<file path="src/console_msg.svh">
/*
 * Console message ROM contents
 * Each message ends with CH_END, placeholders expand to hex in the printer
 */
`ifndef CONSOLE_MSG_SVH
`define CONSOLE_MSG_SVH

localparam int MSG_ROM_DEPTH = 68;

localparam char_t MSG_ROM [MSG_ROM_DEPTH] = '{
	// MSG_TITLE
	"D", "D", "R", "3", " ", "T", "e", "s", "t", CH_CR, CH_LF,
	"W", "a", "i", "t", " ", "i", "n", "i", "t", CH_CR, CH_LF,
	CH_END,
	// MSG_INIT_OK
	"I", "n", "i", "t", " ", "O", "K", CH_CR, CH_LF,
	"W", "r", "i", "t", "e", CH_CR, CH_LF,
	CH_END,
	// MSG_WRITE
	"W", ":", CH_ADDR, CH_CR, CH_LF,
	CH_END,
	// MSG_READ_ERR
	" ", "R", "e", "a", "d", " ", "E", "r", "r", " ",
	CH_ADDR, ":", CH_DATA, CH_CR, CH_LF,
	CH_END,
	// MSG_READ
	"R", ":", CH_ADDR, CH_CR, CH_LF,
	CH_END
};

`endif

</file>
<file path="src/dram_test_pkg.sv">
/*
 * DDR3 tester shared definitions
 * Data widths, FSM encodings, message ROM offsets and console constants
 */
`default_nettype none

package dram_test_pkg;

	// Widths that carry a meaning
	typedef logic [26:0]  dram_addr_t;
	typedef logic [15:0]  lane_word_t;
	typedef logic [127:0] beat_t;
	typedef logic [15:0]  mask_t;
	typedef logic [7:0]   char_t;
	typedef logic [6:0]   msg_ptr_t;

	localparam int         LANES     = 8;
	localparam dram_addr_t ADDR_STEP = 27'd8;
	localparam logic [7:0] UART_ADDR = 8'h10;

	// ----------------------------------------------------------------------
	// Message ROM start offsets
	// ----------------------------------------------------------------------
	localparam msg_ptr_t MSG_TITLE    = 7'd0;
	localparam msg_ptr_t MSG_INIT_OK  = 7'd23;
	localparam msg_ptr_t MSG_WRITE    = 7'd40;
	localparam msg_ptr_t MSG_READ_ERR = 7'd46;
	localparam msg_ptr_t MSG_READ     = 7'd62;

	// End code, placeholders and line break
	localparam char_t CH_END  = 8'h00;
	localparam char_t CH_ADDR = "@";
	localparam char_t CH_DATA = "#";
	localparam char_t CH_CR   = 8'h0D;
	localparam char_t CH_LF   = 8'h0A;

	// Address printed as 28 bits with a leading zero
	localparam int ADDR_DIGITS = 7;
	localparam int DATA_DIGITS = 32;

	typedef enum logic [3:0] {
		SQ_IDLE,
		SQ_TITLE,
		SQ_WAIT_INIT,
		SQ_INIT_OK,
		SQ_WR_CHECK,
		SQ_WR_MARK,
		SQ_WR_REQ,
		SQ_RD_CHECK,
		SQ_RD_MARK,
		SQ_RD_REQ,
		SQ_RD_DATA,
		SQ_RD_ERR,
		SQ_FINISH
	} seq_state_t;

	typedef enum logic [2:0] {
		PS_IDLE,
		PS_CHECK,
		PS_CHAR,
		PS_HEX,
		PS_DONE
	} print_state_t;

endpackage

`default_nettype wire

</file>
<file path="src/print_if.sv">
/*
 * Print request channel between the test sequencer and the console printer
 */
`default_nettype none

interface print_if;
	import dram_test_pkg::*;

	logic       start;
	msg_ptr_t   msg;
	dram_addr_t addr;
	logic       done;

	modport seq (output start, output msg, output addr, input done);
	modport prn (input start, input msg, input addr, output done);

endinterface

`default_nettype wire

</file>
<file path="src/console_printer.sv">
/*
 * Console printer
 * Walks a ROM message and sends it to the UART one character per handshake,
 * expanding address and data placeholders into upper case hex digits
 */
`default_nettype none

module console_printer (
	input  logic                 clk,
	input  logic                 reset_n,
	input  logic                 bus_ready,
	input  dram_test_pkg::beat_t fail_data,
	print_if.prn                 prn,
	output logic                 bus_valid,
	output dram_test_pkg::char_t bus_wdata
);
	import dram_test_pkg::*;

	`include "console_msg.svh"

	localparam int BEAT_W   = $bits(beat_t);
	localparam int ADDR_PAD = BEAT_W - 4 * ADDR_DIGITS;

	print_state_t state;
	msg_ptr_t     ptr;
	char_t        rom_char;
	beat_t        hex_shift;
	logic [5:0]   digits_left;

	function automatic char_t hex_char(input logic [3:0] nib);
		if (nib < 4'd10) begin
			return 8'h30 + char_t'(nib);
		end
		// 0x37 + 10 lands on "A"
		return 8'h37 + char_t'(nib);
	endfunction

	assign rom_char = MSG_ROM[ptr];

	// ----------------------------------------------------------------------
	// Message walker
	// ----------------------------------------------------------------------
	always_ff @(posedge clk) begin
		if (!reset_n) begin
			state     <= PS_IDLE;
			bus_valid <= 1'b0;
			prn.done  <= 1'b0;
		end else begin
			case (state)
				PS_IDLE: begin
					if (prn.start) begin
						ptr   <= prn.msg;
						state <= PS_CHECK;
					end
				end
				PS_CHECK: begin
					ptr <= ptr + 7'd1;
					case (rom_char)
						CH_END: begin
							prn.done <= 1'b1;
							state    <= PS_DONE;
						end
						CH_ADDR: begin
							// Address sits at the top, most significant digit first
							hex_shift   <= {1'b0, prn.addr, {ADDR_PAD{1'b0}}};
							digits_left <= 6'(ADDR_DIGITS);
							state       <= PS_HEX;
						end
						CH_DATA: begin
							hex_shift   <= fail_data;
							digits_left <= 6'(DATA_DIGITS);
							state       <= PS_HEX;
						end
						default: begin
							bus_wdata <= rom_char;
							bus_valid <= 1'b1;
							state     <= PS_CHAR;
						end
					endcase
				end
				PS_CHAR: begin
					if (bus_ready) begin
						bus_valid <= 1'b0;
						state     <= PS_CHECK;
					end
				end
				PS_HEX: begin
					// bus_valid doubles as the digit sub-state
					if (!bus_valid) begin
						bus_wdata <= hex_char(hex_shift[BEAT_W-1 -: 4]);
						bus_valid <= 1'b1;
					end else if (bus_ready) begin
						bus_valid   <= 1'b0;
						hex_shift   <= hex_shift << 4;
						digits_left <= digits_left - 6'd1;
						if (digits_left == 6'd1) begin
							state <= PS_CHECK;
						end
					end
				end
				PS_DONE: begin
					// Sequencer drops start on this edge
					prn.done <= 1'b0;
					state    <= PS_IDLE;
				end
				default: begin
					bus_valid <= 1'b0;
					prn.done  <= 1'b0;
					state     <= PS_IDLE;
				end
			endcase
		end
	end

endmodule

`default_nettype wire

</file>
<file path="src/pattern_lane.sv">
/*
 * One 16-bit lane of the test pattern
 * Holds the write and expected read word, compares it with read data
 */
`default_nettype none

module pattern_lane #(
	parameter int LANE = 0
) (
	input  logic                      clk,
	input  logic                      reset_n,
	input  logic                      clear,
	input  logic                      step,
	input  dram_test_pkg::lane_word_t rdata,
	output dram_test_pkg::lane_word_t word,
	output logic                      mismatch
);
	import dram_test_pkg::*;

	// Odd increment per lane, 1, 3, 5 and so on
	localparam lane_word_t INCR = lane_word_t'(2 * LANE + 1);

	always_ff @(posedge clk) begin
		if (!reset_n) begin
			word <= '0;
		end else if (clear) begin
			word <= '0;
		end else if (step) begin
			word <= word + INCR;
		end
	end

	assign mismatch = (rdata != word);

endmodule

`default_nettype wire

</file>
<file path="src/read_checker.sv">
/*
 * Read checker
 * One registered verdict per returned beat, failing beat kept for printing
 */
`default_nettype none

module read_checker (
	input  logic                            clk,
	input  logic                            reset_n,
	input  logic                            rdata_valid,
	input  dram_test_pkg::beat_t            rdata,
	input  logic [dram_test_pkg::LANES-1:0] mismatch,
	output logic                            check_valid,
	output logic                            check_ok,
	output dram_test_pkg::beat_t            fail_data
);
	import dram_test_pkg::*;

	logic any_mismatch;

	assign any_mismatch = |mismatch;

	always_ff @(posedge clk) begin
		if (!reset_n) begin
			check_valid <= 1'b0;
			check_ok    <= 1'b0;
		end else begin
			check_valid <= rdata_valid;
			if (rdata_valid) begin
				check_ok <= !any_mismatch;
			end
		end
	end

	// Held until the next failing beat
	always_ff @(posedge clk) begin
		if (rdata_valid && any_mismatch) begin
			fail_data <= rdata;
		end
	end

endmodule

`default_nettype wire

</file>
<file path="src/test_sequencer.sv">
/*
 * Test sequencer
 * Start, init wait, write pass, read pass with error reports, then idle
 */
`default_nettype none

module test_sequencer #(
	parameter int TEST_WORDS = 64,
	parameter int MARK_BITS  = 5
) (
	input  logic                      clk,
	input  logic                      reset_n,
	input  logic [4:0]                button,
	input  logic                      sdram_init_busy,
	input  logic                      dram_ready,
	input  logic                      check_valid,
	input  logic                      check_ok,
	output dram_test_pkg::dram_addr_t dram_address,
	output logic                      dram_write,
	output logic                      dram_valid,
	output logic                      clear,
	output logic                      step,
	print_if.seq                      prn
);
	import dram_test_pkg::*;

	localparam dram_addr_t LAST_ADDR = dram_addr_t'(TEST_WORDS - 1) * ADDR_STEP;

	seq_state_t state;
	logic       mark_due;
	logic       last_beat;

	assign mark_due  = (dram_address[MARK_BITS-1:0] == '0);
	assign last_beat = (dram_address == LAST_ADDR);

	// Address only moves between messages
	assign prn.addr = dram_address;

	always_ff @(posedge clk) begin
		if (!reset_n) begin
			state        <= SQ_IDLE;
			prn.start    <= 1'b0;
			dram_address <= '0;
			dram_write   <= 1'b0;
			dram_valid   <= 1'b0;
			clear        <= 1'b0;
			step         <= 1'b0;
		end else begin
			clear <= 1'b0;
			step  <= 1'b0;
			case (state)
				// --------------------------------------------------------------
				// Start and init wait
				// --------------------------------------------------------------
				SQ_IDLE: begin
					if (button != 5'b11111) begin
						prn.msg   <= MSG_TITLE;
						prn.start <= 1'b1;
						state     <= SQ_TITLE;
					end
				end
				SQ_TITLE: begin
					if (prn.done) begin
						prn.start <= 1'b0;
						state     <= SQ_WAIT_INIT;
					end
				end
				SQ_WAIT_INIT: begin
					if (!sdram_init_busy) begin
						prn.msg   <= MSG_INIT_OK;
						prn.start <= 1'b1;
						state     <= SQ_INIT_OK;
					end
				end
				SQ_INIT_OK: begin
					if (prn.done) begin
						prn.start    <= 1'b0;
						clear        <= 1'b1;
						dram_address <= '0;
						dram_write   <= 1'b1;
						state        <= SQ_WR_CHECK;
					end
				end
				// --------------------------------------------------------------
				// Write pass
				// --------------------------------------------------------------
				SQ_WR_CHECK: begin
					if (mark_due) begin
						prn.msg   <= MSG_WRITE;
						prn.start <= 1'b1;
						state     <= SQ_WR_MARK;
					end else begin
						dram_valid <= 1'b1;
						state      <= SQ_WR_REQ;
					end
				end
				SQ_WR_MARK: begin
					if (prn.done) begin
						prn.start  <= 1'b0;
						dram_valid <= 1'b1;
						state      <= SQ_WR_REQ;
					end
				end
				SQ_WR_REQ: begin
					if (dram_ready) begin
						dram_valid <= 1'b0;
						if (last_beat) begin
							// Pattern restarts from zero for the read pass
							clear        <= 1'b1;
							dram_address <= '0;
							dram_write   <= 1'b0;
							state        <= SQ_RD_CHECK;
						end else begin
							step         <= 1'b1;
							dram_address <= dram_address + ADDR_STEP;
							state        <= SQ_WR_CHECK;
						end
					end
				end
				// --------------------------------------------------------------
				// Read pass
				// --------------------------------------------------------------
				SQ_RD_CHECK: begin
					if (mark_due) begin
						prn.msg   <= MSG_READ;
						prn.start <= 1'b1;
						state     <= SQ_RD_MARK;
					end else begin
						dram_valid <= 1'b1;
						state      <= SQ_RD_REQ;
					end
				end
				SQ_RD_MARK: begin
					if (prn.done) begin
						prn.start  <= 1'b0;
						dram_valid <= 1'b1;
						state      <= SQ_RD_REQ;
					end
				end
				SQ_RD_REQ: begin
					if (dram_ready) begin
						dram_valid <= 1'b0;
						state      <= SQ_RD_DATA;
					end
				end
				SQ_RD_DATA: begin
					if (check_valid) begin
						if (check_ok) begin
							step         <= 1'b1;
							dram_address <= dram_address + ADDR_STEP;
							state        <= last_beat ? SQ_FINISH : SQ_RD_CHECK;
						end else begin
							prn.msg   <= MSG_READ_ERR;
							prn.start <= 1'b1;
							state     <= SQ_RD_ERR;
						end
					end
				end
				SQ_RD_ERR: begin
					// Report done, carry on with the next beat
					if (prn.done) begin
						prn.start    <= 1'b0;
						step         <= 1'b1;
						dram_address <= dram_address + ADDR_STEP;
						state        <= last_beat ? SQ_FINISH : SQ_RD_CHECK;
					end
				end
				SQ_FINISH: begin
					state <= SQ_FINISH;
				end
				default: begin
					prn.start  <= 1'b0;
					dram_valid <= 1'b0;
					state      <= SQ_IDLE;
				end
			endcase
		end
	end

endmodule

`default_nettype wire

</file>
<file path="src/dram_test_top.sv">
/*
 * DDR3 memory tester top level
 * Sequencer, pattern lanes, read checker and console printer
 */
`default_nettype none

module dram_test_top #(
	parameter int TEST_WORDS = 64,
	parameter int MARK_BITS  = 5
) (
	input  logic                      clk,
	input  logic                      reset_n,
	input  logic [4:0]                button,
	input  logic                      sdram_init_busy,
	input  logic                      bus_ready,
	input  logic                      dram_ready,
	input  dram_test_pkg::beat_t      dram_rdata,
	input  logic                      dram_rdata_valid,
	output logic [7:0]                bus_address,
	output logic                      bus_valid,
	output dram_test_pkg::char_t      bus_wdata,
	output dram_test_pkg::dram_addr_t dram_address,
	output logic                      dram_write,
	output logic                      dram_valid,
	output dram_test_pkg::beat_t      dram_wdata,
	output dram_test_pkg::mask_t      dram_wdata_mask
);
	import dram_test_pkg::*;

	localparam int LANE_W = $bits(lane_word_t);

	print_if prn_bus ();

	logic             lane_clear;
	logic             lane_step;
	lane_word_t       lane_word [LANES];
	logic [LANES-1:0] lane_mismatch;
	logic             check_valid;
	logic             check_ok;
	beat_t            fail_data;

	assign bus_address     = UART_ADDR;
	assign dram_wdata_mask = '0;

	test_sequencer #(
		.TEST_WORDS (TEST_WORDS),
		.MARK_BITS  (MARK_BITS)
	) i_sequencer (
		.clk             (clk),
		.reset_n         (reset_n),
		.button          (button),
		.sdram_init_busy (sdram_init_busy),
		.dram_ready      (dram_ready),
		.check_valid     (check_valid),
		.check_ok        (check_ok),
		.dram_address    (dram_address),
		.dram_write      (dram_write),
		.dram_valid      (dram_valid),
		.clear           (lane_clear),
		.step            (lane_step),
		.prn             (prn_bus.seq)
	);

	// ----------------------------------------------------------------------
	// Pattern lanes, lane 0 in the lowest bits
	// ----------------------------------------------------------------------
	for (genvar i = 0; i < LANES; i++) begin : g_lane
		pattern_lane #(
			.LANE (i)
		) i_lane (
			.clk      (clk),
			.reset_n  (reset_n),
			.clear    (lane_clear),
			.step     (lane_step),
			.rdata    (dram_rdata[i*LANE_W +: LANE_W]),
			.word     (lane_word[i]),
			.mismatch (lane_mismatch[i])
		);
	end

	always_comb begin
		for (int i = 0; i < LANES; i++) begin
			dram_wdata[i*LANE_W +: LANE_W] = lane_word[i];
		end
	end

	read_checker i_checker (
		.clk         (clk),
		.reset_n     (reset_n),
		.rdata_valid (dram_rdata_valid),
		.rdata       (dram_rdata),
		.mismatch    (lane_mismatch),
		.check_valid (check_valid),
		.check_ok    (check_ok),
		.fail_data   (fail_data)
	);

	console_printer i_printer (
		.clk       (clk),
		.reset_n   (reset_n),
		.bus_ready (bus_ready),
		.fail_data (fail_data),
		.prn       (prn_bus.prn),
		.bus_valid (bus_valid),
		.bus_wdata (bus_wdata)
	);

endmodule

`default_nettype wire

</file>
<file path="config.mk">
export PLATFORM = sky130hd
export DESIGN_NAME = dram_test_top
export DESIGN_NICKNAME = d
export VERILOG_FILES = /design/src/dram_test_pkg.sv /design/src/print_if.sv /design/src/console_printer.sv /design/src/pattern_lane.sv /design/src/read_checker.sv /design/src/test_sequencer.sv /design/src/dram_test_top.sv
export VERILOG_INCLUDE_DIRS = /design/src
export SDC_FILE = /design/constraint.sdc
export NUM_CORES = 1
export LEC_CHECK = 0
export BUFFER_PORTS_ARGS = -buffer_cell sky130_fd_sc_hd__buf_2
export CELL_PAD_IN_SITES_DETAIL_PLACEMENT = 1
export CELL_PAD_IN_SITES_GLOBAL_PLACEMENT = 1
export CORE_ASPECT_RATIO = 1.5
export CORE_UTILIZATION = 35
export DETAILED_ROUTE_END_ITERATION = 16
export MAX_ROUTING_LAYER = met4
export PLACE_DENSITY_LB_ADDON = 0.08
export SYNTH_ARGS = -nofsm -noshare
export SYNTH_HDL_FRONTEND = slang
export SYNTH_SLANG_ARGS = --single-unit
</file>
<file path="constraint.sdc">
create_clock -name clk -period 13.3 [get_ports clk]
set_input_delay 1.33 -clock clk [delete_from_list [all_inputs] [get_ports clk]]
set_output_delay 1.33 -clock clk [all_outputs]
set_load 0.05 [all_outputs]
</file>
After elaboration in Yosys (flattened, before gate mapping) --
Memories as Yosys holds them, arrays and structs flattened. Cells that the tools add are included. W data, S select, Z words.
Word-level totals: register bits 455, ROM bits 1024, bits of input ports 139, output and inout bits 190, logic and storage cells 229, memories 1
Operators by class: add/subtract/negate cells 13, magnitude comparators 2, equal/unequal tests 58, mux-type cells 88, bitwise logic cells 6, reduce and logical (&&, ||, !) cells 35
Memories:
- (no name shown) | words 128, bits a word 8, rd ports 1, clocked after memory_dff 0, wr ports 0, RTL line console_printer.sv:38 | assign rom_char = MSG_ROM[ptr];
Operators by type and width (number):
- $pmux W128 S2 | 2
- $mux W128 | 2
- $mux W27 | 6
- $ne A16 B16 Y1 | 8
- $pmux W27 S4 | 1
- $add A16 B4 Y16 const B | 4
- $pmux W4 S13 | 1
- $mux W7 | 7
- $mux W4 | 12
- $mux W8 | 6
- $ne A2 B1 Y1 const B | 18
- $pmux W7 S5 | 1
- $add A16 B3 Y16 const B | 2
- $mux W1 | 28
- $add A27 B4 Y27 const B | 1
- $eq A27 B9 Y1 const B | 1
- $pmux W6 S2 | 2
- $eq A4 B4 Y1 const B | 5
- $ne A2 B2 Y1 const B | 10
- $add A16 B1 Y16 const B | 1
- $add A16 B2 Y16 const B | 1
- $eq A4 B3 Y1 const B | 4
- $pmux W8 S2 | 1
- $mux W3 | 5
- 48 further kinds | 73

Logic depth before layout (Yosys ltp) --
depth after elaboration 8, gate-level depth with buffers 13, mapped depth without buffers 10

Modules after synthesis --
Synthesis repeated with hierarchy kept, for this count alone.
Second synthesis, totals: cells, all modules 2141, area total of the unflattened synthesis 22256.3 µm²
By module, submodules not included:
- console_printer | instances 1, cells an instance 834, area an instance 8175.3 µm², sequential area each 4544.4 µm²
- read_checker | instances 1, cells an instance 136, area an instance 3938.8 µm², sequential area each 3883.7 µm²
- test_sequencer | instances 1, cells an instance 312, area an instance 2499.9 µm², sequential area each 780.7 µm²
- pattern_lane at g_lane[1].i_lane | instances 1, cells an instance 111, area an instance 987.2 µm², sequential area each 320.3 µm²
- pattern_lane at g_lane[7].i_lane | instances 1, cells an instance 109, area an instance 972.2 µm², sequential area each 320.3 µm²
- pattern_lane at g_lane[6].i_lane | instances 1, cells an instance 100, area an instance 959.7 µm², sequential area each 320.3 µm²
- pattern_lane at g_lane[5].i_lane | instances 1, cells an instance 103, area an instance 914.6 µm², sequential area each 320.3 µm²
- pattern_lane at g_lane[3].i_lane | instances 1, cells an instance 108, area an instance 912.1 µm², sequential area each 320.3 µm²
- pattern_lane at g_lane[2].i_lane | instances 1, cells an instance 102, area an instance 910.9 µm², sequential area each 320.3 µm²
- pattern_lane at g_lane[0].i_lane | instances 1, cells an instance 99, area an instance 902.1 µm², sequential area each 320.3 µm²
- pattern_lane at g_lane[4].i_lane | instances 1, cells an instance 101, area an instance 895.9 µm², sequential area each 320.3 µm²
- dram_test_top | instances 1, cells an instance 26, area an instance 187.7 µm², sequential area each 0.0 µm²

Least setup slack after synthesis --
No wires, ideal clock.
kind input to register, start point input port reset_n, end point register i_printer.digits_left[0], enable pin, setup time 0.663 ns, arrival time 7.925 ns, required time 12.637 ns, path slack 4.712 ns, stages 4, path buffers 0, path through inv_1 nor2_1 nand2_1 o2bb2ai_1
Between the ends: longest elaborated chain between the ends 1
RTL lines:
- start: declaration | RTL line dram_test_top.sv:12 | input logic reset_n,
- $reduce_and A5 Y1 (no source line)
- end signal: assignment | RTL line console_printer.sv:66 | digits_left <= 6'(ADDR_DIGITS);
- end signal: assignment | RTL line console_printer.sv:71 | digits_left <= 6'(DATA_DIGITS);
- end signal: assignment | RTL line console_printer.sv:95 | digits_left <= digits_left - 6'd1;
- end: declaration | RTL line console_printer.sv:28 | logic [5:0] digits_left;
Every way passes these cells. A chain may end at the register's enable or synchronous reset.

Worst setup path after layout --
start point register i_printer.ptr[1], end point register i_printer.hex_shift[6], enable pin
Between the ends: longest elaborated chain between the ends 7, elaborated cells on any way between the ends 8, classes of those cells eq/ne (3); mux (2); bitwise (1); reduce/logical (1); memory (1)
RTL lines:
- start: declaration | RTL line console_printer.sv:25 | msg_ptr_t ptr;
- start signal: assignment | RTL line console_printer.sv:52 | ptr <= prn.msg;
- start signal: assignment | RTL line console_printer.sv:57 | ptr <= ptr + 7'd1;
- $not A7 Y8 (not written as such) * | RTL line console_printer.sv:38
- $mem_v2 Z128 W8 *
- $mux W8 (not written as such) * (2 in a row) | RTL line console_printer.sv:38
- $eq A8 B7 Y1 or $eq A8 B6 Y1 (tied branches) | RTL line console_printer.sv:58 | case (rom_char)
- $ne A3 B1 Y1 (no source line) *
- $reduce_and A5 Y1 (no source line) *
- end signal: assignment | RTL line console_printer.sv:65 | hex_shift <= {1'b0, prn.addr, {ADDR_PAD{1'b0}}};
- end signal: assignment | RTL line console_printer.sv:70 | hex_shift <= fail_data;
- end signal: assignment | RTL line console_printer.sv:94 | hex_shift <= hex_shift << 4;
- end: declaration | RTL line console_printer.sv:27 | beat_t hex_shift;
Every way passes the cells marked *; elsewhere a longest branch is shown, timed or not. The select of a mux whose other input is x is not followed.

==> flow_metrics.env <==
export IMPL_cts_max_path_buffers=3
export IMPL_grtUsageTotal_pct=25.6
export IMPL_seqCellArea_um2=11800
export IMPL_detail_route_antenna_nets=0
export IMPL_ys_seq_area_share_pct=55.7
export IMPL_cts_setup_buffers=0
export IMPL_die_area_um2=61400
export IMPL_synth_simple_area_share_pct=17.5
export IMPL_dp_final_hpwl_mm=58.5
export IMPL_core_rowCount=110
export IMPL_fin_nets=2503
export IMPL_critical_path_buf_inv_count=3
export IMPL_routed_wl_mm=77.0
export IMPL_worst_skew_pair_late_latency_ns=0.59
export IMPL_slowest_stage="or4b_1"
export IMPL_yosys_warnings=0
export IMPL_max_slew_margin_pct=29.6
export IMPL_start_util_pct=35.3
export IMPL_crit_chain="inv_1, ha_1, nor2_1, a31o_1, o21ai_1, o2111ai_1, or4b_1, o21ai_0, o2bb2ai_4, buf_4, buf_4"
export IMPL_cts_tree="yes"
export IMPL_peakVddDrop_v=0.0000815
export IMPL_drv_cap=0
export IMPL_grt_ovfl_total=0
export IMPL_synth_top_family_by_area="simple AND/OR/NAND/NOR gates"
export IMPL_ctsResizeCount=0
export IMPL_area_growth_pct=17.6
export IMPL_clk_root_buffer_cell="clkbuf_16"
export IMPL_critPathMaxFanout=73
export IMPL_setup_tns_ns=0
export IMPL_critPathTopFamily="buffers and inverters"
export IMPL_boundaryPins=329
export IMPL_yosys_mux_area_fraction_pct=0.539
export IMPL_nFillCells=6872
export IMPL_fin_area_um2=24900
export IMPL_die_h_um=303
export IMPL_worstHoldStart="i_sequencer.dram_valid$_SDFFE_PN0P_"
export IMPL_port_buffers=300
export IMPL_ys_flop_type="edfxtp_1"
export IMPL_timing_final_crit_share_pct=45.3
export IMPL_worstPathArrival_ns=6.22
export IMPL_via_per_inst=5.20
export IMPL_grt_pass1_vias=17300
export IMPL_dpl_cell_area_um2=23200
export IMPL_max_freq_mhz=166
export IMPL_async_flop_share_pct=0
export IMPL_crit_path_max_incr_delay_ns=1.04
export IMPL_mostFrequentLayoutCell="nand2_1"
export IMPL_htree_levels=2
export IMPL_multi_input_area_um2=8630
export IMPL_numClockSinks=448
export IMPL_end_kind="flip-flop"
export IMPL_required_ns=13.49
export IMPL_drc_errors=0
export IMPL_antenna_found_initial=11
export IMPL_syn_cell_area_um2=21100
export IMPL_first_pass_iters=4
export IMPL_worstMarginPinSlew_ns=1.06
export IMPL_grt_max_degree=82
export IMPL_synth_xor_area_share_pct=10.3
export IMPL_power_per_cell_area_nw_per_um2=148
export IMPL_min_path_cells=2
export IMPL_die_width_um=203
export IMPL_clkSlewWorstSetupHoldPaths_ns=0.06
export IMPL_min_path_type="flip-flop to flip-flop"
export IMPL_min_period_ns=6.03
export IMPL_place_congestion=0.919
export IMPL_worstSetupPathType="flip-flop to flip-flop"
export IMPL_p_leak_nw=9.49
export IMPL_grt_pass1_wl_mm=113
export IMPL_synth_edf_count=280
export IMPL_ys_types=80
export IMPL_synthAdderAreaFrac_pct=1.47
export IMPL_syn_mean_instance_area_um2=10.2
export IMPL_status="complete, no violations"
export IMPL_grt_setup_unrepaired="false"
export IMPL_final_cell_mix="312 x nand2_1, 300 x buf_2, 280 x edfxtp_1"
export IMPL_synthCells=2077
export IMPL_cp_common_cell="buf_4"
export IMPL_cts_buffers=48
export IMPL_reg2reg_from="i_printer.ptr[1]$_DFFE_PP_"
export IMPL_timing_reg2reg_worst_path_depth=11
export IMPL_timing_rr_end="i_printer.hex_shift[6]$_DFFE_PP_"
export IMPL_fp_coreArea_um2=59900
export IMPL_drive_gt1_share_pct=17.3
export IMPL_maxSlewViolCount=0
export IMPL_setup_viol=0
export IMPL_hold_ws_ns=0.497
export IMPL_finalHoldViolCount=0
export IMPL_synth_compound_area_share_pct=10.3
export IMPL_postCtsHoldBufs=0
export IMPL_hold_end="i_sequencer.dram_valid$_SDFFE_PN0P_"
export IMPL_wl_per_cell_um=24.3
export IMPL_drt_iter0_markers=934
export IMPL_via_count=16500
export IMPL_cp_start_kind="flip-flop"
export IMPL_skew_ns=0.0223
export IMPL_r2r_slack_ns=7.27
export IMPL_synth_seq_cells=448
synth_stat cells (6+ instances only):
library cell / number / area share, %
a211oi_1: 9 / 0.32
a21o_1: 7 / 0.25
a21oi_1: 52 / 1.2
a31oi_1: 28 / 0.83
and2_1: 11 / 0.33
and3_1: 28 / 0.83
and4_1: 12 / 0.50
buf_2: 10 / 0.24
buf_4: 30 / 1.1
buf_6: 6 / 0.32
clkbuf_1: 81 / 1.4
dfxtp_1: 168 / 16
edfxtp_1: 280 / 40
ha_1: 24 / 1.4
inv_1: 58 / 1.0
mux2i_1: 8 / 0.38
nand2_1: 313 / 5.6
nand2b_1: 15 / 0.44
nand3_1: 63 / 1.5
nand4_1: 56 / 1.7
nor2_1: 209 / 3.7
nor2b_1: 22 / 0.65
nor3_1: 19 / 0.45
nor4_1: 13 / 0.38
o21ai_0: 142 / 3.4
o21ai_1: 23 / 0.54
o22ai_1: 6 / 0.18
o31ai_1: 6 / 0.21
or3_1: 16 / 0.47
xnor2_1: 162 / 6.7
xor2_1: 87 / 3.6
layer usage:
metal	GRT usage, %	routed length [um]	share of wire [%]	up-vias
li1	-	-	-	7783
met4	8.63	2640	3.4	0
met2	47.6	41700	54	360
met3	4.07	3240	4.2	115
met5	-	0	0	-
met1	27.3	29400	38	8238
state kept, by name (all words and copies together), names as in the netlist, 4 cells and up:
signal	flops
i_printer.bus_wdata	7
i_printer.hex_shift	128
i_printer.ptr	7
g_lane.i_lane.word	128
i_sequencer.prn.msg	4
i_sequencer.state	4
i_sequencer.dram_address	24
i_checker.fail_data	128
i_printer.digits_left	6
area by class of cell:
cell class | instances | share of cell area [%]
clock inverter | 27 | 1.12
tap | 784 | 3.95
multi-input combinational | 1466 | 34.7
sequential | 448 | 47.4
timing repair buffer | 317 | 6.56
antenna | 11 | 0.111
inverter | 59 | 0.891
clock buffer | 62 | 5.29
worst max path at each step:
stage | start | endpoint | cells past startpoint | slack, ns
3_5_place_dp | i_printer.ptr[1]$_DFFE_PP_ | i_printer.hex_shift[34]$_DFFE_PP_ | 11 | 7.23
2_1_floorplan | reset_n | i_printer.digits_left[0]$_DFFE_PP_ | 4 | 4.71
6_report | i_printer.ptr[1]$_DFFE_PP_ | i_printer.hex_shift[6]$_DFFE_PP_ | 11 | 7.27
4_1_cts | i_printer.ptr[1]$_DFFE_PP_ | i_printer.hex_shift[6]$_DFFE_PP_ | 11 | 7.22
5_1_grt | i_printer.ptr[1]$_DFFE_PP_ | i_printer.hex_shift[10]$_DFFE_PP_ | 11 | 6.82
3_3_place_gp | i_printer.ptr[1]$_DFFE_PP_ | i_printer.hex_shift[36]$_DFFE_PP_ | 11 | 7.41
metrics by stage:
stage | utilization, % | setup WS, ns | std cells | power (mW)
finish | 41.5 | 7.27 | 3174 | 3.68
detailed placement | 38.8 | 7.23 | 3074 | 2.34
CTS | 41.5 | 7.22 | 3163 | 3.72
global route | 41.5 | 6.82 | 3172 | 3.83
floorplan | - | 4.71 | 2103 | 2.10
global placement | 38.8 | 7.41 | 3074 | 2.33
logic make-up after synthesis:
group,count (synthesis)
simple gates,801
buf+inv,189
other cells,2
mux,10
fa+ha+maj,25
compound gates,353
flops,448
xor+xnor,249
report_power, final:
group | internal [mW] | switching, mW | total, mW
Sequential | 1.56 | 0.0702 | 1.63
Clock | 0.795 | 0.585 | 1.38
Combinational | 0.199 | 0.471 | 0.670
Total | 2.56 | 1.13 | 3.68
worst min-delay path, stage by stage (launching register included):
cell	delay [ns]
dfxtp_1	0.32
inv_1	0.06
a221oi_1	0.06
Note: power is estimated with default switching activity, not from simulation.
